<file path="src/hdl/spec_store_pkg.sv">
package spec_store_pkg;

    // Operation on the shared memory port
    typedef enum logic [1:0] {
        OP_IDLE  = 2'd0,
        OP_READ  = 2'd1,
        OP_WRITE = 2'd2
    } mem_op_t;

    // Width of a naturally aligned access
    typedef enum logic [1:0] {
        SZ_BYTE = 2'd0,
        SZ_HALF = 2'd1,
        SZ_WORD = 2'd2
    } access_size_t;

    // Byte enables of an aligned access within its word
    function automatic logic [3:0] byte_lanes(access_size_t size, logic [1:0] lo);
        case (size)
            SZ_BYTE: byte_lanes = 4'b0001 << lo;
            SZ_HALF: byte_lanes = 4'b0011 << {lo[1], 1'b0};
            default: byte_lanes = 4'b1111;
        endcase
    endfunction

    // Same lanes expanded to a bit mask
    function automatic logic [31:0] lane_bits(access_size_t size, logic [1:0] lo);
        logic [3:0] lanes;
        lanes = byte_lanes(size, lo);
        for (int b = 0; b < 4; b++) begin
            lane_bits[8*b +: 8] = {8{lanes[b]}};
        end
    endfunction

endpackage
</file>
<file path="src/hdl/load_unit.sv">
`timescale 1ns/1ps

module load_unit import spec_store_pkg::*; #(
    parameter int ADDR_WIDTH = 10
) (
    input  logic                  clk,
    input  logic                  rst,
    input  logic                  ld_req,
    input  logic [ADDR_WIDTH-1:0] ld_addr,
    input  access_size_t          ld_size,
    input  logic                  grant,
    input  logic [31:0]           mem_rdata,
    output logic                  ld_busy,
    output logic                  req,
    output logic [ADDR_WIDTH-1:0] req_addr,
    output logic                  ld_valid,
    output logic [31:0]           ld_data
);

    typedef enum logic [1:0] {
        L_IDLE,
        L_REQ,
        L_DATA
    } state_t;

    state_t                state;
    logic [ADDR_WIDTH-1:0] addr_q;
    access_size_t          size_q;

    always_ff @(posedge clk) begin
        if (rst) begin
            state    <= L_IDLE;
            ld_valid <= 1'b0;
        end else begin
            ld_valid <= (state == L_DATA);
            case (state)
                L_IDLE:  if (ld_req) state <= L_REQ;
                L_REQ:   if (grant) state <= L_DATA;
                default: state <= L_IDLE;
            endcase
        end
    end

    always_ff @(posedge clk) begin
        if (state == L_IDLE && ld_req) begin
            addr_q <= ld_addr;
            size_q <= ld_size;
        end
        // Shift the addressed lanes down, zero-extend
        if (state == L_DATA) begin
            ld_data <= (mem_rdata >> {addr_q[1:0], 3'b000}) & lane_bits(size_q, 2'b00);
        end
    end

    assign ld_busy  = (state != L_IDLE);
    assign req      = (state == L_REQ);
    assign req_addr = addr_q;

endmodule

</file>
<file path="config.mk">
export PLATFORM = sky130hd
export DESIGN_NAME = load_unit
export DESIGN_NICKNAME = d
export VERILOG_FILES = /design/src/hdl/spec_store_pkg.sv /design/src/hdl/load_unit.sv
export SDC_FILE = /design/constraint.sdc
export NUM_CORES = 1
export LEC_CHECK = 0
export ABC_CLOCK_PERIOD_IN_PS = 2150
export BUFFER_PORTS_ARGS = -buffer_cell sky130_fd_sc_hd__buf_2
export CAP_MARGIN = 20
export CORE_MARGIN = 5
export CORE_UTILIZATION = 42
export CTS_CLUSTER_DIAMETER = 50
export DETAILED_ROUTE_END_ITERATION = 10
export HOLD_SLACK_MARGIN = 0.08
export PLACE_DENSITY = 0.74
export SYNTH_ARGS = -nofsm -noshare
export SYNTH_HDL_FRONTEND = slang
export SYNTH_SLANG_ARGS = --single-unit
</file>
<file path="constraint.sdc">
create_clock -name clk -period 2.15 [get_ports clk]
set_input_delay 0 -clock clk [delete_from_list [all_inputs] [get_ports clk]]
set_output_delay 0 -clock clk [all_outputs]
set_load 0.01 [all_outputs]
</file>
==> flow_summary.json <==
{
  "hold_viol": 0,
  "drc": 0,
  "insertion_delay_ns": 0.29,
  "finalSetupViolations": 0,
  "clk_pin_slew_worst_paths_ns": 0.08,
  "crit_required_ns": 2.18,
  "dp_cells": 292,
  "rows": 25,
  "end_kind": "register",
  "path_cells": "buf_4 -> mux4_2",
  "synth.distinct_cells": 21,
  "synthMuxAreaShare_pct": 11.9,
  "regArea_sq_um": 1380,
  "fillers": 397,
  "drtIter0Drc": 59,
  "arrival_ns": 1.51,
  "power.total_mw": 1.97,
  "layout-drive-gt1-share_pct": 43.7,
  "n_antenna_cell": 0,
  "synth_top_family_by_area": "multiplexers",
  "overflow": 0,
  "synthesis.nets": 182,
  "worst_setup_path_start_kind": "register",
  "layout.cells.non_filler": 330,
  "gp_congestion": 0.752,
  "power_density_nw_per_um2": 650,
  "status": "completed",
  "cts_made_buffers": 5,
  "cts_tree": "built",
  "ys_ff_latch": 47,
  "cts.htree.levels": 2,
  "wl_mm": 5.07,
  "die_width_um": 80.4,
  "cpMaxStageDelayCell": "mux4_2",
  "worst_pin_slew_ns": 0.638,
  "yosys.area_share.adder_pct": 0,
  "nets": 310,
  "coreArea_sq_um": 4750,
  "postCtsSetupRepairBufs": 0,
  "first_global_vias": 1699,
  "max_slew_margin_pct": 57.3,
  "grt_usage_pct": 16.7,
  "min_period_over_period_pct": 68.4,
  "yosysSeqAreaShare_pct": 66.4,
  "wl_per_cell_um": 15.4,
  "pin_count": 93,
  "worstSetupPathType": "reg -> reg",
  "hold_path.class": "in -> reg",
  "synthSimpleGateAreaFrac_pct": 11.8,
  "initial_core_util_pct": 43.8,
  "fin_skew_ns": 0.00617,
  "clock.fmax_mhz": 680,
  "syn_area_sq_um": 2080,
  "fin_tns_setup_ns": 0,
  "routed-via-count": 1579,
  "clock-sinks": 47,
  "rsz0062_at_grt": "false",
  "die_area_sq_um": 6460,
  "layout_common_cells": "92 x buf_2, 44 x edfxtp_1, 30 x dlygate4sd3_1",
  "grt_antenna_before_repair": 0,
  "synth_xor_area_share_pct": 0,
  "p_leak_nw": 1.23,
  "avgSynthCellArea_sq_um": 15.5,
  "syn_inst": 134,
  "grt_max_degree": 34,
  "multi_input_area_sq_um": 624,
  "areaGrowthSynthToFinish_pct": 45.4,
  "final_common_cell": "buf_2",
  "maxCapViolCount": 0,
  "dr.pass1.iters": 4,
  "synth_compound_gate_area_share_pct": 6.13,
  "place.port_buffers": 92,
  "final_antenna_net_count": 0,
  "drv_slew": 0,
  "hpwl_mm": 3.44,
  "vdd_drop_max_v": 0.000401,
  "cts_resized": 0,
  "grt_pass1_wl_mm": 8.11,
  "layout_min_cycle_time_ns": 1.47,
  "ys_warn_count": 0,
  "cp_max_fo": 13,
  "root_buffer": "clkbuf_8",
  "vias_per_cell": 4.78,
  "cts_max_path_buffers": 2,
  "slowest_delay_ns": 0.52,
  "die-height_um": 80.4
}
-- synthesized netlist by cell type (all sizes together) --
cell,instances,area share [%]
edfxtp,44,63
a211oi,15,5.4
nor2b,12,3.6
nor2,11,2.1
mux2i,9,4.3
and2,8,2.4
buf,8,3.5
nand2b,8,2.4
mux4,7,7.6
dfxtp,3,2.9
nor3,2,0.48
o21ai,2,0.48
a21oi,1,0.24
inv,1,0.18
nand2,1,0.18
nand3b,1,0.36
or2,1,0.30
-- through the flow --
step                setup WS [ns]  instance area [sq um]  util (%)  hold slack [ns]
finish                      0.678                   3030      63.6           0.0848
global placement            0.724                   2620      55.1            0.176
detailed placement          0.687                   2620      55.1            0.179
floorplan                   0.480                   2080         -           0.0716
CTS                         0.675                   3030      63.6           0.0855
global route                0.612                   3030      63.6           0.0810
-- metal layers --
layer,global-route usage [%],wire length [um],share of wire (%),up-vias
met5,0,0,0,-
met4,4.05,23,0.45,0
met3,6.39,494,9.7,2
met2,29.9,2590,51,69
met1,18.5,1960,39,746
li1,-,-,-,762
-- power breakdown --
group	leakage (nW)	switching [mW]	internal, mW
clock network	0.0524	0.273	0.348
logic	0.751	0.134	0.157
registers	0.427	0.0120	1.04
-- path summary, 6_finish.rpt --
check / end / cells past startpoint / from / slack (ns)
max: ld_data[2]$_DFFE_PP_ / 2 / req_addr[0]$_DFFE_PP_ / 0.68
min: ld_data[18]$_DFFE_PP_ / 3 / mem_rdata[18] / 0.08
max reg2reg: ld_data[2]$_DFFE_PP_ / 2 / req_addr[0]$_DFFE_PP_ / 0.68
min reg2reg: state[1]$_SDFFE_PP0P_ / 1 / state[1]$_SDFFE_PP0P_ / 0.49
-- cell families after synthesis --
family / count (synthesis)
buf+inv: 9
simple gates: 44
flops: 47
mux: 16
compound gates: 18
-- critical path, delay by kind of cell (launching register included) --
family                 cells  cell delay, ns
buffers and inverters      1            0.25
multiplexers               1            0.52
flip-flops                 1            0.45
-- area by class of cell --
type                       instances  share of cell area, %
timing repair buffer             129                   27.3
inverter                           1                  0.124
clock buffer                       7                   2.52
multi-input combinational         78                   20.6
tap                               67                   2.77
sequential                        47                   45.7
clock inverter                     1                  0.993
-- registers in the layout, indices dropped and copies added (netlist names) --
| register | cells |
|---|---|
| req_addr | 10 |
| ld_valid | 1 |
| size_q | 2 |
| state | 2 |
| ld_data | 32 |
-- timing repair --
| action | 4_1_cts | 5_1_grt |
|---|---|---|
| endpoints found under the hold margin | 30 | 0 |
| setup endpoints to repair | 0 | 0 |
| hold buffers | 30 | 0 |
(Power assumes the default switching activity.)
