## src/hdl/spec_store_pkg.sv

```systemverilog
package spec_store_pkg;

    // Operation on the shared memory port
    typedef enum logic [1:0] {
        OP_IDLE  = 2'd0,
        OP_READ  = 2'd1,
        OP_WRITE = 2'd2
    } mem_op_t;

    // Width of a naturally aligned access
    typedef enum logic [1:0] {
        SZ_BYTE = 2'd0,
        SZ_HALF = 2'd1,
        SZ_WORD = 2'd2
    } access_size_t;

    // Byte enables of an aligned access within its word
    function automatic logic [3:0] byte_lanes(access_size_t size, logic [1:0] lo);
        case (size)
            SZ_BYTE: byte_lanes = 4'b0001 << lo;
            SZ_HALF: byte_lanes = 4'b0011 << {lo[1], 1'b0};
            default: byte_lanes = 4'b1111;
        endcase
    endfunction

    // Same lanes expanded to a bit mask
    function automatic logic [31:0] lane_bits(access_size_t size, logic [1:0] lo);
        logic [3:0] lanes;
        lanes = byte_lanes(size, lo);
        for (int b = 0; b < 4; b++) begin
            lane_bits[8*b +: 8] = {8{lanes[b]}};
        end
    endfunction

endpackage
```

## src/hdl/mem_arbiter.sv

```systemverilog
`timescale 1ns/1ps

module mem_arbiter import spec_store_pkg::*; #(
    parameter int ADDR_WIDTH = 10
) (
    input  logic                  clk,
    input  logic                  rst,
    // Restore writes from the rewind queue
    input  logic                  rs_req,
    input  mem_op_t               rs_op,
    input  logic [ADDR_WIDTH-1:0] rs_addr,
    input  logic [31:0]           rs_wdata,
    input  access_size_t          rs_size,
    // Store unit
    input  logic                  st_req,
    input  mem_op_t               st_op,
    input  logic [ADDR_WIDTH-1:0] st_addr,
    input  logic [31:0]           st_wdata,
    input  access_size_t          st_size,
    // Load unit
    input  logic                  ld_req,
    input  mem_op_t               ld_op,
    input  logic [ADDR_WIDTH-1:0] ld_addr,
    input  logic [31:0]           ld_wdata,
    input  access_size_t          ld_size,
    output logic                  rs_grant,
    output logic                  st_grant,
    output logic                  ld_grant,
    output mem_op_t               mem_op,
    output logic [ADDR_WIDTH-1:0] mem_addr,
    output logic [31:0]           mem_wdata,
    output access_size_t          mem_size
);

    logic rs_ok;
    logic st_ok;
    logic ld_ok;

    // A requester still holds its request in its grant cycle, so skip it once
    assign rs_ok = rs_req && !rs_grant;
    assign st_ok = st_req && !st_grant;
    assign ld_ok = ld_req && !ld_grant;

    always_ff @(posedge clk) begin
        if (rst) begin
            rs_grant <= 1'b0;
            st_grant <= 1'b0;
            ld_grant <= 1'b0;
            mem_op   <= OP_IDLE;
        end else begin
            rs_grant <= rs_ok;
            st_grant <= st_ok && !rs_ok;
            ld_grant <= ld_ok && !rs_ok && !st_ok;
            if (rs_ok) mem_op <= rs_op;
            else if (st_ok) mem_op <= st_op;
            else if (ld_ok) mem_op <= ld_op;
            else mem_op <= OP_IDLE;
        end
    end

    // Winner's payload travels with its grant
    always_ff @(posedge clk) begin
        if (rs_ok) begin
            mem_addr  <= rs_addr;
            mem_wdata <= rs_wdata;
            mem_size  <= rs_size;
        end else if (st_ok) begin
            mem_addr  <= st_addr;
            mem_wdata <= st_wdata;
            mem_size  <= st_size;
        end else if (ld_ok) begin
            mem_addr  <= ld_addr;
            mem_wdata <= ld_wdata;
            mem_size  <= ld_size;
        end
    end

endmodule

```

## config.mk

```make
export PLATFORM = sky130hd
export DESIGN_NAME = mem_arbiter
export DESIGN_NICKNAME = d
export VERILOG_FILES = /design/src/hdl/spec_store_pkg.sv /design/src/hdl/mem_arbiter.sv
export SDC_FILE = /design/constraint.sdc
export NUM_CORES = 1
export LEC_CHECK = 0
export BUFFER_PORTS_ARGS = -buffer_cell sky130_fd_sc_hd__buf_2
export CELL_PAD_IN_SITES_DETAIL_PLACEMENT = 0
export CELL_PAD_IN_SITES_GLOBAL_PLACEMENT = 1
export CORE_MARGIN = 4
export CORE_UTILIZATION = 26
export DETAILED_ROUTE_END_ITERATION = 8
export GPL_TIMING_DRIVEN = 1
export PLACE_DENSITY = 0.87
export SLEW_MARGIN = 10
export SYNTH_ARGS = -nofsm -noshare
export SYNTH_HDL_FRONTEND = slang
export SYNTH_SLANG_ARGS = --single-unit
export TNS_END_PERCENT = 5
```

## constraint.sdc

```tcl
create_clock -name clk -period 2.29 [get_ports clk]
set_clock_uncertainty 0.05 [all_clocks]
set_input_delay 0.229 -clock clk [delete_from_list [all_inputs] [get_ports clk]]
set_output_delay 0.229 -clock clk [all_outputs]
set_load 0.05 [all_outputs]
```

==> results of run 1 <==
## state kept, by name, indices dropped and copies added (netlist names)
register / cells
mem_size: 2
mem_op: 2
mem_wdata: 32
st_grant: 1
mem_addr: 10
rs_grant: 1
ld_grant: 1
## stage by stage
stage | power [mW] | hold slack [ns]
2_1_floorplan | 1.72 | 0.251
3_3_place_gp | 1.95 | 0.408
3_5_place_dp | 1.97 | 0.411
4_1_cts | 2.48 | 0.0913
5_1_grt | 2.56 | 0.0871
6_report | 2.44 | 0.103
## where the power goes
part / switching, mW / leakage, nW / internal, mW
sequential: 0.0254 / 0.503 / 1.10
clock: 0.285 / 0.0450 / 0.213
combinational: 0.575 / 1.25 / 0.237
## synth_stat cells, drive strengths merged
library cell,n
edfxtp,44
mux2i,44
nand2,44
o21ai,44
buf,12
dfxtp,5
clkbuf,3
nand2b,3
a221o,2
nor3b,2
nand3,1
nor2,1
nor2b,1
nor3,1
nor4b,1
## logic make-up after synthesis
group | share of synthesized area
simple gates | 0.105
compound gates | 0.0962
buf+inv | 0.0526
flops | 0.569
mux | 0.176
## cell type report
cell class                 instances  area (µm²)  area share
clock buffer                       6        72.6      0.0201
clock inverter                     2        10.0     0.00277
multi-input combinational        144         956       0.265
sequential                        49        1420       0.394
tap                              129         161      0.0447
timing repair buffer             195         986       0.273
## placed cells by master (no fill, tap or decap), drive strengths merged
| master | synthesis | routed |
|---|---|---|
| nand2 | 44 | 44 |
| nor3 | 1 | 1 |
| dfxtp | 5 | 5 |
| nor3b | 2 | 2 |
| nor2b | 1 | 1 |
| buf | 12 | 195 |
| a221o | 2 | 2 |
| nor2 | 1 | 1 |
| nand3 | 1 | 1 |
| edfxtp | 44 | 44 |
| clkinv | 0 | 2 |
| nand2b | 3 | 3 |
| nor4b | 1 | 1 |
| clkbuf | 3 | 6 |
| mux2i | 44 | 44 |
| o21ai | 44 | 44 |
## worst max path at each step
stage	from	endpoint	slack (ns)	depth (start not counted)
5_1_grt	rs_grant	mem_addr[7]	0.45	2
2_1_floorplan	st_grant	mem_addr[0]	0.32	4
4_1_cts	rs_grant	mem_wdata[10]	0.55	2
3_3_place_gp	st_grant	mem_wdata[24]	0.64	4
3_5_place_dp	rs_grant	mem_wdata[16]	0.59	2
6_report	rs_grant	mem_size[0]	0.61	2
## per-layer routing
layer	vias to the layer above	global-route usage	wire, µm
met5	-	0	0
met4	0	0.0278	43
met3	2	0.0334	575
met2	90	0.233	4080
met1	1005	0.131	2670
li1	1131	-	-
==> metrics.md, run 1 <==
| Metric | Value |
|---|---|
| Critical Path Source Type | register |
| Vias/cell | 4.24 |
| CTS clk-pin slew, worst paths | 0.09 ns |
| RSZ-0062 raised after global routing | no |
| Sequential share of the synthesized area | 0.569 |
| Post-CTS sizing | 0 |
| GRT Total Usage | 0.121 |
| Area after DPL | 0.00352 mm² |
| Post-route setup slack | 0.610 ns |
| Final Non-Filler Cells | 525 |
| Slowest CP cell | nand3_4 |
| Fin area | 0.00361 mm² |
| Setup slack, reg-to-reg | 0.61 ns |
| PD cells | 676 mW/mm² |
| Worst-skew pair later-pin latency | 0.29 ns |
| Share of cells above drive strength 1 | 0.523 |
| Final GP Congestion | 0.736 |
| Placed cell count | 517 |
| Setup violators final | 0 |
| Worst Hold Endpoint | mem_op[0] |
| # diodes | 0 |
| Fmax | 0.595 GHz |
| Buf/Inv on CP | 0 |
| Crit path time final | 1.68 ns |
| R2R Path End | mem_size[0] |
| Buffers on Ports | 191 |
| Max_slew headroom | 0.570 |
| Synthesized area | 0.00250 mm² |
| Pin count of the biggest net entering global routing | 53 |
| Fillcell total | 949 |
| RR Startpoint | rs_grant |
| Post-CTS Setup Bufs | 0 |
| Die Ht | 106 µm |
| I/O pin count | 192 |
| Hold-fix buffers, CTS | 0 |
| Hold Vio Cnt, Final | 0 |
| Yosys reg bits | 49 |
| Initial Util | 0.269 |
| Fin util | 0.389 |
| Initial antenna violation count | 0 |
| Max Cap Violations | 0 |
| TritonCTS clock tree | built |
| Post-synth cell types | 20 |
| Post-DP HPWL | 5880 µm |
| Max FO, Critical Path | 44 |
| Crit-path cells | nand2b_1 > nand3_4 |
| Total global routing overflow | 0 |
| Root buffer cell | clkbuf_8 |
| Syn Nets | 351 |
| WHS Path Cells | 2 |
| Top cell type's share of synthesized area | 0.529 |
| First-pass GRT wire length | 10900 µm |
| Slew Viols, Final | 0 |
| DIE AREA | 0.0112 mm² |
| Hold WC Path Type | in -> reg |
| Area contributors post-synth | edfxtp_1, mux2i_1, o21ai_0 |
| Post-route DRC | 0 |
| Die width | 106 µm |
| Setup TNS | 0 ns |
| Largest stage delay, worst path | 0.51 ns |
| DRT iter0 DRCs | 55 |
| Site Rows | 35 |
| Slew @ Worst Pin | 0.645 ns |
| Setup CP Type | reg -> reg |
| TritonCTS Buffers | 5 |
| Critical Path AT | 1.48 ns |
| # nets final | 538 |
| Area leader, netlist | edfxtp_1 |
| Routed WL per cell | 14.0 µm |
| Drt pass-1 iters | 4 |
| CTS sink cnt | 49 |
| Average size of a mapped cell | 12.0 µm² |
| Clk buf depth | 2 |
| CP Capture Type | register |
| Leak pwr | 1.80 nW |
| Core Area | 0.00928 mm² |
| Dpl ws | 0.589 ns |
| H-Tree Depth | 2 |
| R2R depth | 2 |
| Final period utilization | 0.734 |
| CP delay by family, top | simple AND/OR/NAND/NOR gates |
| Peak supply drop | 0.000231 V |
| Via count | 2228 |
| Vias in the first global route | 2220 |
| Mapped Cells | 208 |
| Synth-to-layout area growth | 44.5% |
| Hold Crit Start | st_op[0] |
| Total routed wirelength | 7370 µm |
| Worst EP required | 2.09 ns |
| Detail Route Antenna Nets | 0 |
| Status | complete, no violations |
| Warnings, synthesis | 0 |
(Power assumes the default switching activity.)
==> inputs of run 2 (changes only) <==
- ABC_AREA: unset -> 1
- PLACE_DENSITY: 0.87 -> 0.89
- clock period: 2.29 -> 1.6 ns (I/O delays scaled with it)
==> run 2 against run 1 <==
  * Critical path type unchanged
  * Highest routed layer unchanged
  * Worst setup slack lost 0.46 ns
  * Largest power group unchanged
  * Global-route usage up 0.86 points
  * Maximum frequency is 16% higher
  * Total power grew 44%
  * Register-to-register slack worse by 0.46 ns
  * Final cell count increased by 8.0%
  * Cell area is 2.7% lower
  * Synthesized area shrank 4.8%
==> metrics.md, run 2 <==
| Metric | Value |
|---|---|
| Prevailing post-synth register cell | edfxtp_1 (unchanged) |
| Root buffer cell | clkbuf_8 (unchanged) |
| Fmax | 0.692 GHz (was 0.595 GHz) |
| Logic pwr share | 0.339 (was 0.333) |
| Status | complete, no violations (unchanged) |
| Hold Vio Cnt, Final | 0 (unchanged) |
| Critical Path Source Type | register (unchanged) |
| Synth Area in Adders | 0 (unchanged) |
| Synth-to-layout area growth | 47.6% (was 44.5%) |
| Worst-skew pair later-pin latency | 0.29 ns (about the same) |
| Sw frac | 0.373 (was 0.364) |
| I/O pin count | 192 (unchanged) |
| Clk buf depth | 2 (unchanged) |
| Initial antenna violation count | 0 (unchanged) |
| Internal | 2.19 mW (was 1.55 mW) |
| Mapped Cells | 269 (was 208) |
| Area leader, netlist | edfxtp_1 (unchanged) |
| Biggest registers after layout | mem_wdata x32, mem_addr x10 (unchanged) |
| Drt pass-1 iters | 4 (unchanged) |
| Slew Viols, Final | 0 (unchanged) |
| # nets final | 601 (was 538) |
| Detail Route Antenna Nets | 0 (unchanged) |
| First-pass GRT wire length | 11500 µm (was 10900 µm) |
| Setup violators final | 0 (unchanged) |
| Total routed wirelength | 7690 µm (was 7370 µm) |
| Hold-fix buffers, CTS | 0 (unchanged) |
| Vias/cell | 4.44 (was 4.24) |
| Power after layout | 3.50 mW (was 2.44 mW) |
| Post-DP HPWL | 5680 µm (was 5880 µm) |
| Biggest register | mem_wdata (unchanged) |
| Count leader, synth | nand2_1 |
| Most instantiated cells after synthesis | nand2_1, nand3_1, edfxtp_1, buf_2 (was edfxtp_1, mux2i_1, nand2_1, o21ai_0, o21ai_1) |
| Final GP Congestion | 0.746 (was 0.736) |
| Initial Util | 0.270 (was 0.269) |
| DIE AREA | 0.0107 mm² (was 0.0112 mm²) |
| CP Capture Type | register (unchanged) |
| Post-synth cell types | 13 (was 20) |
| GRT Total Usage | 0.130 (was 0.121) |
| Post-Synth XOR/XNOR Area | 0 (unchanged) |
| Peak supply drop | 0.000280 V (was 0.000231 V) |
| Site Rows | 34 (was 35) |
| Max FFs per register | 32 (unchanged) |
| Slew @ Worst Pin | 0.623 ns (was 0.645 ns) |
| Sequential share of the synthesized area | 0.598 (was 0.569) |
| Area contributors post-synth | edfxtp_1, nand2_1, nand3_1 (was edfxtp_1, mux2i_1, o21ai_0) |
| Final period utilization | 0.903 (was 0.734) |
| Syn Nets | 412 (was 351) |
| Leak pwr | 1.81 nW (was 1.80 nW) |
| Average size of a mapped cell | 8.84 µm² (was 12.0 µm²) |
| Top cell type's share of synthesized area | 0.556 (was 0.529) |
| Core Area | 0.00881 mm² (was 0.00928 mm²) |
| RSZ-0062 raised after global routing | yes (was no) |
| Die width | 104 µm (was 106 µm) |
| Via count | 2520 (was 2228) |
| H-Tree Depth | 2 (unchanged) |
| Setup CP Type | reg -> reg (unchanged) |
| CTS sink cnt | 49 (unchanged) |
| Max Cap Violations | 0 (unchanged) |
| Share of cells above drive strength 1 | 0.460 (was 0.523) |
| Max_slew headroom | 0.583 (was 0.570) |
| Synth Area in Compound Gates | 0 (was 0.0962) |
| Max FO, Critical Path | 27 (was 44) |
| Warnings, synthesis | 0 (unchanged) |
| TritonCTS clock tree | built (unchanged) |
| Synthesized area | 0.00238 mm² (was 0.00250 mm²) |
| # diodes | 0 (unchanged) |
| Sequential fraction of design power | 0.462 (about the same) |
| Sw power | 1.30 mW (was 0.886 mW) |
| Fillcell total | 904 (was 949) |
| Crit-path cells | inv_1 > nand2_2 > buf_4 > nand2_2 > inv_2 > buf_4 > nand2_1 > nand3_1 (was nand2b_1 > nand3_4) |
| Crit path time final | 1.45 ns (was 1.68 ns) |
| Commonest non-fill, non-tap cell in the layout | buf_2 (unchanged) |
| PD cells | 997 mW/mm² (was 676 mW/mm²) |
| Area after DPL | 0.00341 mm² (was 0.00352 mm²) |
| Routed WL per cell | 13.6 µm (was 14.0 µm) |
| CTS clk-pin slew, worst paths | 0.09 ns (about the same) |
| Main combinational cell family by area after synthesis | simple AND/OR/NAND/NOR gates (was multiplexers) |
| Simple-gate share of the synthesized area | 0.347 (was 0.105) |
| Post-synthesis mux area share | 0 (was 0.176) |
| Total global routing overflow | 0 (unchanged) |
| Synth async-reset ratio | 0 (unchanged) |
| Vias in the first global route | 2394 (was 2220) |
| Pin count of the biggest net entering global routing | 48 (was 53) |
| Critical Path AT | 1.56 ns (was 1.48 ns) |
| Clock share of power | 0.199 (was 0.204) |
| Worst EP required | 1.72 ns (was 2.09 ns) |
| Most frequent cells in the layout | buf_2, nand2_1, nand3_1, edfxtp_1 (was buf_2, mux2i_1, nand2_1, edfxtp_1, o21ai_0) |
| TritonCTS Buffers | 5 (unchanged) |
| Largest stage delay, worst path | 0.33 ns (was 0.51 ns) |
| Post-route DRC | 0 (unchanged) |
| DRT iter0 DRCs | 85 (was 55) |
| Die Ht | 104 µm (was 106 µm) |
| Fin area | 0.00351 mm² (was 0.00361 mm²) |
| Hold WC Path Type | in -> reg (unchanged) |
| Setup TNS | 0 ns (unchanged) |
| Slowest CP cell | dfxtp_2 (was nand3_4) |
| Yosys reg bits | 49 (unchanged) |
| Buffers on Ports | 191 (unchanged) |
| Number of synthesized flops with an enable pin | 44 (unchanged) |
## run 2: final cells by class
class	instances	area, µm²	area share
Timing Repair Buffer	195	986	0.281
Clock inverter	3	12.5	0.00357
Inverter	7	26.3	0.00749
Tap cell	108	135	0.0385
Multi-Input combinational cell	200	857	0.244
Sequential cell	49	1420	0.406
Clock buffer	5	68.8	0.0196
## run 2: metal layers
| layer | share of wire | vias to the layer above | GRT usage | routed length, µm |
|---|---|---|---|---|
| met4 | 0.010 | 0 | 0.0304 | 79 |
| li1 | - | 1259 | - | - |
| met1 | 0.40 | 1152 | 0.153 | 3040 |
| met5 | 0 | - | 0 | 0 |
| met2 | 0.53 | 101 | 0.238 | 4080 |
| met3 | 0.063 | 8 | 0.0317 | 481 |
## run 2: cells by family after synthesis
family | count (synthesis)
buffers and inverters | 21
DFF | 49
and+or+nand+nor | 199
## run 2: worst paths after layout
| kind | from | endpoint | cells after the start | slack, ns |
|---|---|---|---|---|
| worst max register to register | rs_grant | mem_addr[0] | 8 | 0.15 |
| worst min-delay path | rst | rs_grant | 2 | 0.03 |
| worst max-delay path | rs_grant | mem_addr[0] | 8 | 0.15 |
| worst min register to register | st_grant | st_grant | 3 | 0.57 |
## run 2: worst max-delay path: cells and delay by family (launching register included)
family,cells,cell delay [ns]
buffers and inverters,4,0.57
AND/OR/NAND/NOR,4,0.34
flip-flops,1,0.33
## run 2: stage by stage
| stage | setup slack [ns] | utilization | hold slack, ns | std cells |
|---|---|---|---|---|
| after floorplan | 0.0311 | - | 0.175 | 269 |
| after global placement | -0.0475 | 0.387 | 0.338 | 558 |
| after detailed placement | -0.110 | 0.387 | 0.336 | 558 |
| after CTS | -0.122 | 0.397 | 0.0123 | 566 |
| after global routing | -0.0103 | 0.399 | 0.0224 | 567 |
| final | 0.155 | 0.399 | 0.0318 | 567 |
## run 2: what timing repair did
item / 4_1_cts / 5_1_grt
cloned: 0 / 1
resized for setup: 0 / 2
buffers inserted: 0 / 0
pin swaps: 6 / 2
endpoints found under the setup margin: 44 / 44
## run 2: power by group through the flow
stage | Clock (mW) | Combinational (mW) | Sequential (mW)
5_1_grt | 0.784 | 1.27 | 1.63
3_3_place_gp | 0 | 1.18 | 1.64
4_1_cts | 0.734 | 1.19 | 1.62
6_report | 0.697 | 1.18 | 1.62
2_1_floorplan | 0 | 0.260 | 2.21
3_5_place_dp | 0 | 1.19 | 1.65
