==> src/hdl/spec_store_pkg.sv <==
package spec_store_pkg;

    // Operation on the shared memory port
    typedef enum logic [1:0] {
        OP_IDLE  = 2'd0,
        OP_READ  = 2'd1,
        OP_WRITE = 2'd2
    } mem_op_t;

    // Width of a naturally aligned access
    typedef enum logic [1:0] {
        SZ_BYTE = 2'd0,
        SZ_HALF = 2'd1,
        SZ_WORD = 2'd2
    } access_size_t;

    // Byte enables of an aligned access within its word
    function automatic logic [3:0] byte_lanes(access_size_t size, logic [1:0] lo);
        case (size)
            SZ_BYTE: byte_lanes = 4'b0001 << lo;
            SZ_HALF: byte_lanes = 4'b0011 << {lo[1], 1'b0};
            default: byte_lanes = 4'b1111;
        endcase
    endfunction

    // Same lanes expanded to a bit mask
    function automatic logic [31:0] lane_bits(access_size_t size, logic [1:0] lo);
        logic [3:0] lanes;
        lanes = byte_lanes(size, lo);
        for (int b = 0; b < 4; b++) begin
            lane_bits[8*b +: 8] = {8{lanes[b]}};
        end
    endfunction

endpackage
==> src/hdl/rewind_queue.sv <==
`timescale 1ns/1ps

module rewind_queue import spec_store_pkg::*; #(
    parameter int TAG_WIDTH  = 10,
    parameter int Q_DEPTH    = 8,
    parameter int ADDR_WIDTH = 10
) (
    input  logic                  clk,
    input  logic                  rst,
    input  logic                  push,
    input  logic [ADDR_WIDTH-1:0] push_addr,
    input  logic [31:0]           push_old,
    input  access_size_t          push_size,
    input  logic [TAG_WIDTH-1:0]  push_tag,
    input  logic                  ret_valid,
    input  logic [TAG_WIDTH-1:0]  ret_tag,
    input  logic                  resteer,
    input  logic                  grant,
    output logic                  rewind_full,
    output logic                  restoring,
    output logic                  req,
    output logic [ADDR_WIDTH-1:0] req_addr,
    output logic [31:0]           req_wdata,
    output access_size_t          req_size
);

    localparam int PTR_W = $clog2(Q_DEPTH);

    // Entry payload
    logic [ADDR_WIDTH-1:0] e_addr [Q_DEPTH];
    logic [31:0]           e_old  [Q_DEPTH];
    access_size_t          e_size [Q_DEPTH];
    logic [TAG_WIDTH-1:0]  e_tag  [Q_DEPTH];

    logic [Q_DEPTH-1:0] valid;
    logic [Q_DEPTH-1:0] retired;
    logic [Q_DEPTH-1:0] flushed;
    logic [PTR_W-1:0]   head;      // Oldest entry
    logic [PTR_W-1:0]   tail;      // Next free slot
    logic [PTR_W-1:0]   youngest;
    logic               head_pop;
    logic               tail_pop;

    assign youngest = tail - 1'b1;

    assign head_pop = valid[head] && retired[head];   // No memory access needed
    assign tail_pop = req && grant;

    assign rewind_full = &valid;
    assign restoring   = |(valid & flushed);

    // Unretired stores are the youngest ones, so the tail is always flushed first
    assign req       = valid[youngest] && flushed[youngest];
    assign req_addr  = e_addr[youngest];
    assign req_wdata = e_old[youngest];
    assign req_size  = e_size[youngest];

    always_ff @(posedge clk) begin
        if (push) begin
            e_addr[tail] <= push_addr;
            e_old[tail]  <= push_old;
            e_size[tail] <= push_size;
            e_tag[tail]  <= push_tag;
        end
    end

    always_ff @(posedge clk) begin
        if (rst) begin
            valid   <= '0;
            retired <= '0;
            flushed <= '0;
            head    <= '0;
            tail    <= '0;
        end else begin
            for (int i = 0; i < Q_DEPTH; i++) begin
                if (ret_valid && valid[i] && !flushed[i] && e_tag[i] == ret_tag) begin
                    retired[i] <= 1'b1;
                end
                if (resteer && valid[i] && !retired[i]) begin
                    flushed[i] <= 1'b1; // Whole speculative window at once
                end
            end
            if (head_pop) begin
                valid[head]   <= 1'b0;
                retired[head] <= 1'b0;
                head          <= head + 1'b1;
            end
            if (tail_pop) begin
                valid[youngest]   <= 1'b0;
                flushed[youngest] <= 1'b0;
                tail              <= youngest; // Step back toward older stores
            end
            if (push) begin
                valid[tail]   <= 1'b1;
                retired[tail] <= 1'b0;
                flushed[tail] <= 1'b0;
                tail          <= tail + 1'b1;
            end
        end
    end

endmodule

==> config.mk <==
export PLATFORM = sky130hd
export DESIGN_NAME = rewind_queue
export DESIGN_NICKNAME = d
export VERILOG_FILES = /design/src/hdl/spec_store_pkg.sv /design/src/hdl/rewind_queue.sv
export SDC_FILE = /design/constraint.sdc
export NUM_CORES = 1
export LEC_CHECK = 0
export BUFFER_PORTS_ARGS = -buffer_cell sky130_fd_sc_hd__buf_4
export CORE_ASPECT_RATIO = 1.1
export CORE_MARGIN = 4
export CORE_UTILIZATION = 50
export CTS_CLUSTER_DIAMETER = 120
export DETAILED_ROUTE_END_ITERATION = 16
export PLACE_DENSITY = 0.64
export SLEW_MARGIN = 20
export SYNTH_ARGS = -nofsm -noshare
export SYNTH_HDL_FRONTEND = slang
export SYNTH_SLANG_ARGS = --single-unit
==> constraint.sdc <==
create_clock -name clk -period 8.38 [get_ports clk]
set_input_delay 0.838 -clock clk [delete_from_list [all_inputs] [get_ports clk]]
set_output_delay 0.838 -clock clk [all_outputs]
set_load 0.02 [all_outputs]
==> metrics.md, run 1 <==
| Metric | Value |
|---|---|
| Die width | `191 µm` |
| Combinational power share | `13.2%` |
| Clk pwr share | `37.3%` |
| Antenna Cells | `0` |
| Residual DRC | `0` |
| Dpl hpwl | `25000 µm` |
| Worst EP required | `7.54 ns` |
| Clock Tree Root | `clkbuf_16` |
| Status | `complete, no violations` |
| Worst-path clk slew | `0.06 ns` |
| Fin util | `58.7%` |
| Flop pwr share | `49.5%` |
| Post-synth top area cell | `edfxtp_1` |
| Global-route wire length before repair | `63900 µm` |
| Via count | `10700` |
| Switch share | `24.3%` |
| Slew Limit Fails | `0` |
| Die Height | `209 µm` |
| Port buffer count | `116` |
| WP data arrival | `4.22 ns` |
| Leakage | `0.00703 µW` |
| Synth top area cells | `edfxtp_1, dfxtp_1, nand2_1` |
| Max layer used | `met4` |
| Post-synth net total | `1254` |
| Total track usage | `20.7%` |
| Vias in the first global route | `10700` |
| Hold Crit Class | `input pin to flip-flop` |
| Initial antenna violation count | `0` |
| Area Overhead vs Synth | `15.4%` |
| CTS Hold Buffers Added | `0` |
| Netlist Area Pre-Place | `0.0184 mm²` |
| Share of layout cells above drive strength 1 | `19.6%` |
| Congestion Overflow GR | `0` |
| Least-Margin Pin Slew | `1.03 ns` |
| Fraction of registers with async set/reset | `0%` |
| Worst VDD drop | `0.000197 V` |
| Main flop type after synthesis | `edfxtp_1` |
| Final setup viols | `0` |
| Post-route setup slack | `3.32 ns` |
| CTS H-Tree Depth | `2` |
| Synth warnings | `0` |
| Core Region | `0.0363 mm²` |
| Max Cap Violations | `0` |
| Site Rows | `73` |
| Met1 Wirelength | `17700 µm` |
| Setup crit end kind | `output pin` |
| Fillers | `2840` |
| Net load switching power | `1280 µW` |
| Initial DRC Count | `990` |
| Fin crit share | `60.4%` |
| Hold Violations, Final | `0` |
| Sum Neg Setup Slack | `0 ns` |
| Fmax | `0.198 GHz` |
| Fin nets | `1369` |
| Num Clock Sinks | `462` |
| Cells after Synth | `1181` |
| Yosys reg bits | `462` |
| Yosys cell types | `58` |
| Seq/Total Area, Yosys | `73.6%` |
| RSZ-0062 raised after global routing | `no` |
| Post-CTS setup buffers | `0` |
| Synth top area share | `70.3%` |
| Clock latency on the worst-skew pair | `0.54 ns` |
| Largest net degree at the start of global routing | `57` |
| Starting Density | `50.9%` |
| CTS tree | `built` |
| Startpoint types | `flip-flop` |
| Met3 Wirelength | `2660 µm` |
| Post-Route WL | `42000 µm` |
| I/O Pins | `117` |
| Max FO, Critical Path | `56` |
| Int Power | `3990 µW` |
| Fin Clk Skew | `0.0132 ns` |
| Routability-driven placement congestion ratio | `0.872` |
| Final ANT Viol Nets | `0` |
| Wire per inst | `23.1 µm` |
| Pwr/cell area | `247 mW/mm²` |
| DRT Pass-1 Iters | `6` |
| Hold slack | `0.527 ns` |
| Fin crit period | `5.06 ns` |
| Crit Path Category | `flip-flop to output pin` |
| Die area | `0.0400 mm²` |
| Cells resized by post-CTS repair | `0` |
| Met2 Routed Length | `20500 µm` |
| Post-DR vias/cell | `5.87` |
| Place WS | `3.86 ns` |
| Number of flops mapped to enable cells by yosys | `432` |
| Syn avg cell area | `15.6 µm²` |
| Max-slew headroom | `31.2%` |
| CTS Buffer Depth | `3` |
| TritonCTS Buffers | `45` |
-- state kept, by name, indices dropped and copies added (netlist names) --
register  cells
e_size       16
valid         8
e_old       256
retired       8
e_addr       80
head          3
tail          3
flushed       8
e_tag        80
-- stage by stage --
stage	power [µW]	cell area [µm²]	std cells
after global placement	3350	19800	1736
after global routing	5470	21300	1818
after floorplan	3080	18400	1181
final	5270	21300	1818
after detailed placement	3360	19800	1736
after CTS	5320	21300	1818
-- cells in the final DEF (no fill, tap or decap), types with 13 or more instances in the layout --
cell type,count
edfxtp_1,432
buf_4,139
nand2_1,115
xnor2_1,48
clkbuf_16,47
mux2i_1,37
nand3_1,33
o21ai_0,32
a21oi_1,32
xor2_1,32
a22oi_1,29
dfxtp_1,29
a221oi_1,26
nor4_1,26
nor2_1,22
a31oi_1,20
mux2_2,19
inv_1,14
nand4_1,13
clkbuf_1,13
-- final cells by class --
class | instances | area (µm²) | area share (%)
multi-input combinational | 634 | 4570 | 21.5
inverter | 14 | 52.6 | 0.247
clock inverter | 18 | 160 | 0.752
clock buffer | 64 | 1280 | 6.01
sequential | 462 | 13600 | 63.8
timing repair buffer | 139 | 1040 | 4.90
tap | 487 | 609 | 2.86
-- layer usage --
layer  vias up  global-route usage, %
met5         -                      0
met4         0                   6.37
met3        65                   3.53
met2       375                   33.6
met1      5368                   29.1
li1       4862                      -
-- power by group through the flow --
stage,Clock (µW),Combinational (µW),Sequential (µW)
finish,1960,698,2610
floorplan,0,435,2650
global route,2100,754,2610
detailed placement,0,707,2650
global placement,0,699,2650
CTS,2010,710,2610
-- kinds of logic (layout without fill, tap and decap cells) --
| logic type | Yosys count | in the layout | share of synthesized area, % |
|---|---|---|---|
| AND/OR/NAND/NOR | 274 | 274 | 7.58 |
| flip-flops | 462 | 462 | 73.6 |
| adder cells (fa/ha/maj) | 3 | 3 | 0.204 |
| AO/OA/AOI/OAI | 208 | 208 | 8.02 |
| XOR/XNOR | 82 | 82 | 4.04 |
| buffers and inverters | 85 | 235 | 2.10 |
| multiplexers | 67 | 67 | 4.47 |
-- synthesized netlist by cell type, types with 4 or more instances --
cell / n
nor4_2: 7
or3b_2: 7
nand3b_1: 4
xor2_1: 32
a221oi_1: 26
xnor2_1: 48
nand2_1: 115
edfxtp_1: 432
a41oi_1: 7
buf_4: 6
a31oi_1: 20
nor3b_1: 5
dfxtp_1: 30
o2bb2ai_1: 9
o32ai_1: 6
a22oi_1: 29
o21ai_0: 32
buf_2: 24
a222oi_1: 9
mux4_2: 10
nor2_1: 28
buf_1: 9
o221ai_1: 5
clkbuf_1: 30
nand4_1: 13
mux2i_1: 37
and3_1: 12
nor3_1: 14
nor4_1: 26
a21oi_1: 32
o211ai_1: 9
inv_1: 14
mux2_2: 19
a22o_1: 9
nand3_1: 33
o22ai_1: 4
-- final timing paths --
| path | endpoint | cells after the start | slack [ns] | start |
|---|---|---|---|---|
| worst max-delay path | req_wdata[5] | 10 | 3.32 | tail[0] |
| worst min-delay path | e_old[6][12] | 1 | 0.53 | push_old[12] |
| worst max register to register | e_old[2][17] | 5 | 5.09 | tail[0] |
| worst min register to register | retired[0] | 2 | 0.59 | retired[0] |
-- worst max-delay path, stage by stage (launching register included) --
cell	delay, ns
dfxtp_4	0.63
inv_1	0.16
ha_4	0.23
xnor2_4	0.67
buf_4	0.68
nor2_1	0.11
buf_4	0.24
a22o_1	0.25
a221oi_1	0.20
o221ai_1	0.21
buf_4	0.23
No activity file was read; power rests on OpenSTA's default activity.
==> inputs of run 2 (changes only) <==
--- a/config.mk
+++ b/config.mk
@@ -5,6 +5,7 @@
 export SDC_FILE = /design/constraint.sdc
 export NUM_CORES = 1
 export LEC_CHECK = 0
+export ABC_AREA = 1
 export BUFFER_PORTS_ARGS = -buffer_cell sky130_fd_sc_hd__buf_4
 export CORE_ASPECT_RATIO = 1.1
 export CORE_MARGIN = 4
==> constraint.sdc (replaced) <==
create_clock -name clk -period 5.2 [get_ports clk]
set_input_delay 0.52 -clock clk [delete_from_list [all_inputs] [get_ports clk]]
set_output_delay 0.52 -clock clk [all_outputs]
set_load 0.02 [all_outputs]
==> metrics.md, run 2 <==
| Metric | Value |
|---|---|
| Status | `complete, no violations` |
| Share of layout cells above drive strength 1 | `15.9% (-3.7 points)` |
| Die area | `0.0403 mm² (+0.56%)` |
| Fmax | `0.222 GHz` |
| Routability-driven placement congestion ratio | `0.907 (+4.0%)` |
| Post-synth top area cell | `edfxtp_1` |
| Largest Register | `e_old` |
| Final setup viols | `0 (unchanged)` |
| Starting Density | `51.0% (+0.17 points)` |
| CP Launch Point | `tail[0]` |
| Via count | `11400 (+6.4%)` |
| Wire per inst | `20.8 µm (-10%)` |
| Sum Neg Setup Slack | `0 ns (unchanged)` |
| R2R cell count | `8 (+3)` |
| Worst-path clk slew | `0.06 ns (about the same)` |
| Fin Clk Skew | `0.0157 ns (+0.00251 ns)` |
| Vias in the first global route | `11300 (+5.5%)` |
| Cells after DPL | `2003 (+15%)` |
| Netlist Area Pre-Place | `0.0186 mm² (+0.58%)` |
| Final Non-Filler Cells | `2087 (+15%)` |
| Clock latency on the worst-skew pair | `0.55 ns (about the same)` |
| Clk pwr share | `38.1% (+0.8 points)` |
| Most frequent cell after synthesis | `edfxtp_1` |
| CTS Hold Buffers Added | `0 (unchanged)` |
| Global-route wire length before repair | `66800 µm (+4.4%)` |
| Hold slack | `0.201 ns (-0.326 ns)` |
| Synth warnings | `0 (unchanged)` |
| Least-Margin Pin Slew | `1.06 ns (+0.0265 ns)` |
| Yosys reg bits | `462 (unchanged)` |
| Initial DRC Count | `983 (-0.71%)` |
| Combinational power share | `11.4% (-1.8 points)` |
| RR Endpoint | `flushed[2]` |
| Commonest non-fill, non-tap cell in the layout | `edfxtp_1` |
| Worst EP required | `4.68 ns (-2.86 ns)` |
| Number of flops mapped to enable cells by yosys | `432 (unchanged)` |
| Fin crit period | `4.50 ns` |
| CTS Buffer Depth | `3 (unchanged)` |
| Post-synth top cells | `edfxtp_1, nand2_1, nor2_1` |
| Cells resized by post-CTS repair | `0 (unchanged)` |
| CP Buf/Inv Count | `4 (unchanged)` |
| Seq/Total Area, Yosys | `73.2% (-0.43 points)` |
| Fin nets | `1637 (+20%)` |
| Leakage | `0.00779 µW (+11%)` |
| Syn avg cell area | `12.9 µm² (-17%)` |
| Post-synth net total | `1507 (+20%)` |
| Die width | `192 µm (+0.28%)` |
| Worst VDD drop | `0.000291 V (+48%)` |
| Crit Path Category | `flip-flop to output pin` |
| Worst path depth | `10 (unchanged)` |
| Slew Limit Fails | `0 (unchanged)` |
| Max incr delay on CP | `0.70 ns (+0.02 ns)` |
| Flop pwr share | `50.5% (+1.0 points)` |
| Antenna Cells | `0 (unchanged)` |
| Switch share | `24.0% (-0.33 points)` |
| Final ANT Viol Nets | `0 (unchanged)` |
| Largest register FFs | `256 (unchanged)` |
| Reg area | `0.0136 mm² (about the same)` |
| Int Power | `6340 µW (+59%)` |
| WP data arrival | `3.98 ns (-0.24 ns)` |
| Max-slew headroom | `29.5% (-1.6 points)` |
| TritonCTS Buffers | `46 (+2.2%)` |
| Max Cap Violations | `0 (unchanged)` |
| Reg2reg start | `tail[0]` |
| DRT Pass-1 Iters | `5 (-1)` |
| Initial antenna violation count | `1 (+1)` |
| Dpl hpwl | `25900 µm (+3.3%)` |
| Hold Violations, Final | `0 (unchanged)` |
| Yosys cell types | `37 (-36%)` |
| Top delay family on crit path | `buffers and inverters` |
| Hold Crit Class | `input pin to flip-flop` |
| Total track usage | `21.6% (+0.89 points)` |
| Net load switching power | `2000 µW (+56%)` |
| Fin crit share | `86.5%` |
| I/O Pins | `117 (unchanged)` |
| Setup crit end kind | `output pin` |
| Commonest non-fill, non-tap cells in the layout | `edfxtp_1, nand2_1, buf_4` |
| Max FO, Critical Path | `20 (-64%)` |
| Startpoint types | `flip-flop` |
| Largest net degree at the start of global routing | `47 (-18%)` |
| Clock Tree Root | `clkbuf_16` |
| Port buffer count | `116 (unchanged)` |
| Critical path endpoint | `req_wdata[7]` |
| Core Region | `0.0364 mm² (+0.25%)` |
| Multi-input gate area in the final layout | `0.00440 mm² (-3.6%)` |
| Reg2Reg Setup Slack | `1.82 ns (-3.27 ns)` |
| CTS H-Tree Depth | `2 (unchanged)` |
| Main flop type after synthesis | `edfxtp_1` |
| Crit-path slowest cell | `dfxtp_1` |
| Post-DR vias/cell | `5.44 (-7.3%)` |
| RSZ-0062 raised after global routing | `no` |
| Residual DRC | `0 (unchanged)` |
| Synth top area share | `69.9% (-0.41 points)` |
| Fraction of registers with async set/reset | `0% (unchanged)` |
| Synth top area cells | `edfxtp_1, nand2_1, dfxtp_1` |
| Num Clock Sinks | `462 (unchanged)` |
| Area Overhead vs Synth | `15.0%` |
| Post-Route WL | `43400 µm (+3.3%)` |
| Post-CTS setup buffers | `0 (unchanged)` |
| CTS tree | `built` |
| Die Height | `210 µm (+0.28%)` |
| Fillers | `2950 (+3.9%)` |
| Congestion Overflow GR | `0 (unchanged)` |
| Cells after Synth | `1434 (+21%)` |
| Site Rows | `73 (unchanged)` |
| Crit path cell chain | `inv_2 > ha_1 > inv_1 > nand2_1 > nor2_4 > buf_4 > a22o_1 > nor2_1 > nand2_1 > buf_4` |
| Largest regs | `e_old: 256 flops, e_addr: 80 flops, e_tag: 80 flops` |
| Pwr/cell area | `391 mW/mm² (+58%)` |
==> run 2: cell count changes after synthesis, moves of 19 or more <==
cell      previous run  this run
a22o_1               9        52
a22oi_1             29         0
clkbuf_1            30         6
inv_1               14        62
mux2_2              19         0
mux2i_1             37         0
nand2_1            115       410
nand4_1             13        34
nor2_1              28        76
nor4_1              26         0
o21ai_0             32        13
or2_2                0        21
==> run 2: layout make-up <==
| class | count | share of cell area (%) |
|---|---|---|
| clock inverter | 25 | 0.932 |
| inverter | 71 | 1.27 |
| tap | 487 | 2.86 |
| multi-input combinational | 848 | 20.6 |
| timing repair buffer | 135 | 4.87 |
| sequential | 462 | 63.6 |
| clock buffer | 59 | 5.82 |
==> run 2: worst min path at each step <==
stage | cells past startpoint | slack [ns] | from | endpoint
after CTS | 1 | 0.17 | push_old[21] | e_old[0][21]
after floorplan | 2 | 0.46 | flushed[7] | flushed[7]
final | 1 | 0.20 | push_old[29] | e_old[3][29]
after global placement | 2 | 0.51 | head[1] | head[1]
after detailed placement | 2 | 0.51 | head[1] | head[1]
after global routing | 1 | 0.18 | push_old[21] | e_old[0][21]
==> run 2: kinds of logic after synthesis <==
kind of cell	share of synthesized area, %
xor gates and xnor gates	2.97
and+or+nand+nor	15.0
adders and majority gates	0.202
DFF	73.2
AOI/OAI and AO/OA	5.56
buffers and inverters	3.14
==> run 2: metrics by stage <==
step	instance area (µm²)	total power (µW)	util (%)	setup WS [ns]
final	21300	8340	58.7	0.700
after CTS	21300	8420	58.7	0.584
after global routing	21300	8650	58.7	0.394
after global placement	19900	5240	54.7	1.32
after detailed placement	19900	5250	54.7	1.20
after floorplan	18600	4830	-	1.44
==> run 2: power groups by stage <==
stage / combinational, µW / sequential, µW / clock (µW)
6_report: 953 / 4210 / 3180
5_1_grt: 1040 / 4220 / 3400
4_1_cts: 970 / 4210 / 3240
3_5_place_dp: 963 / 4290 / 0
3_3_place_gp: 953 / 4290 / 0
2_1_floorplan: 553 / 4280 / 0
==> run 2: layer usage <==
metal / track usage, % / wire, µm
met5: 0 / 7
met4: 6.12 / 1010
met3: 4.06 / 2680
met2: 35.1 / 21000
met1: 30.3 / 18700
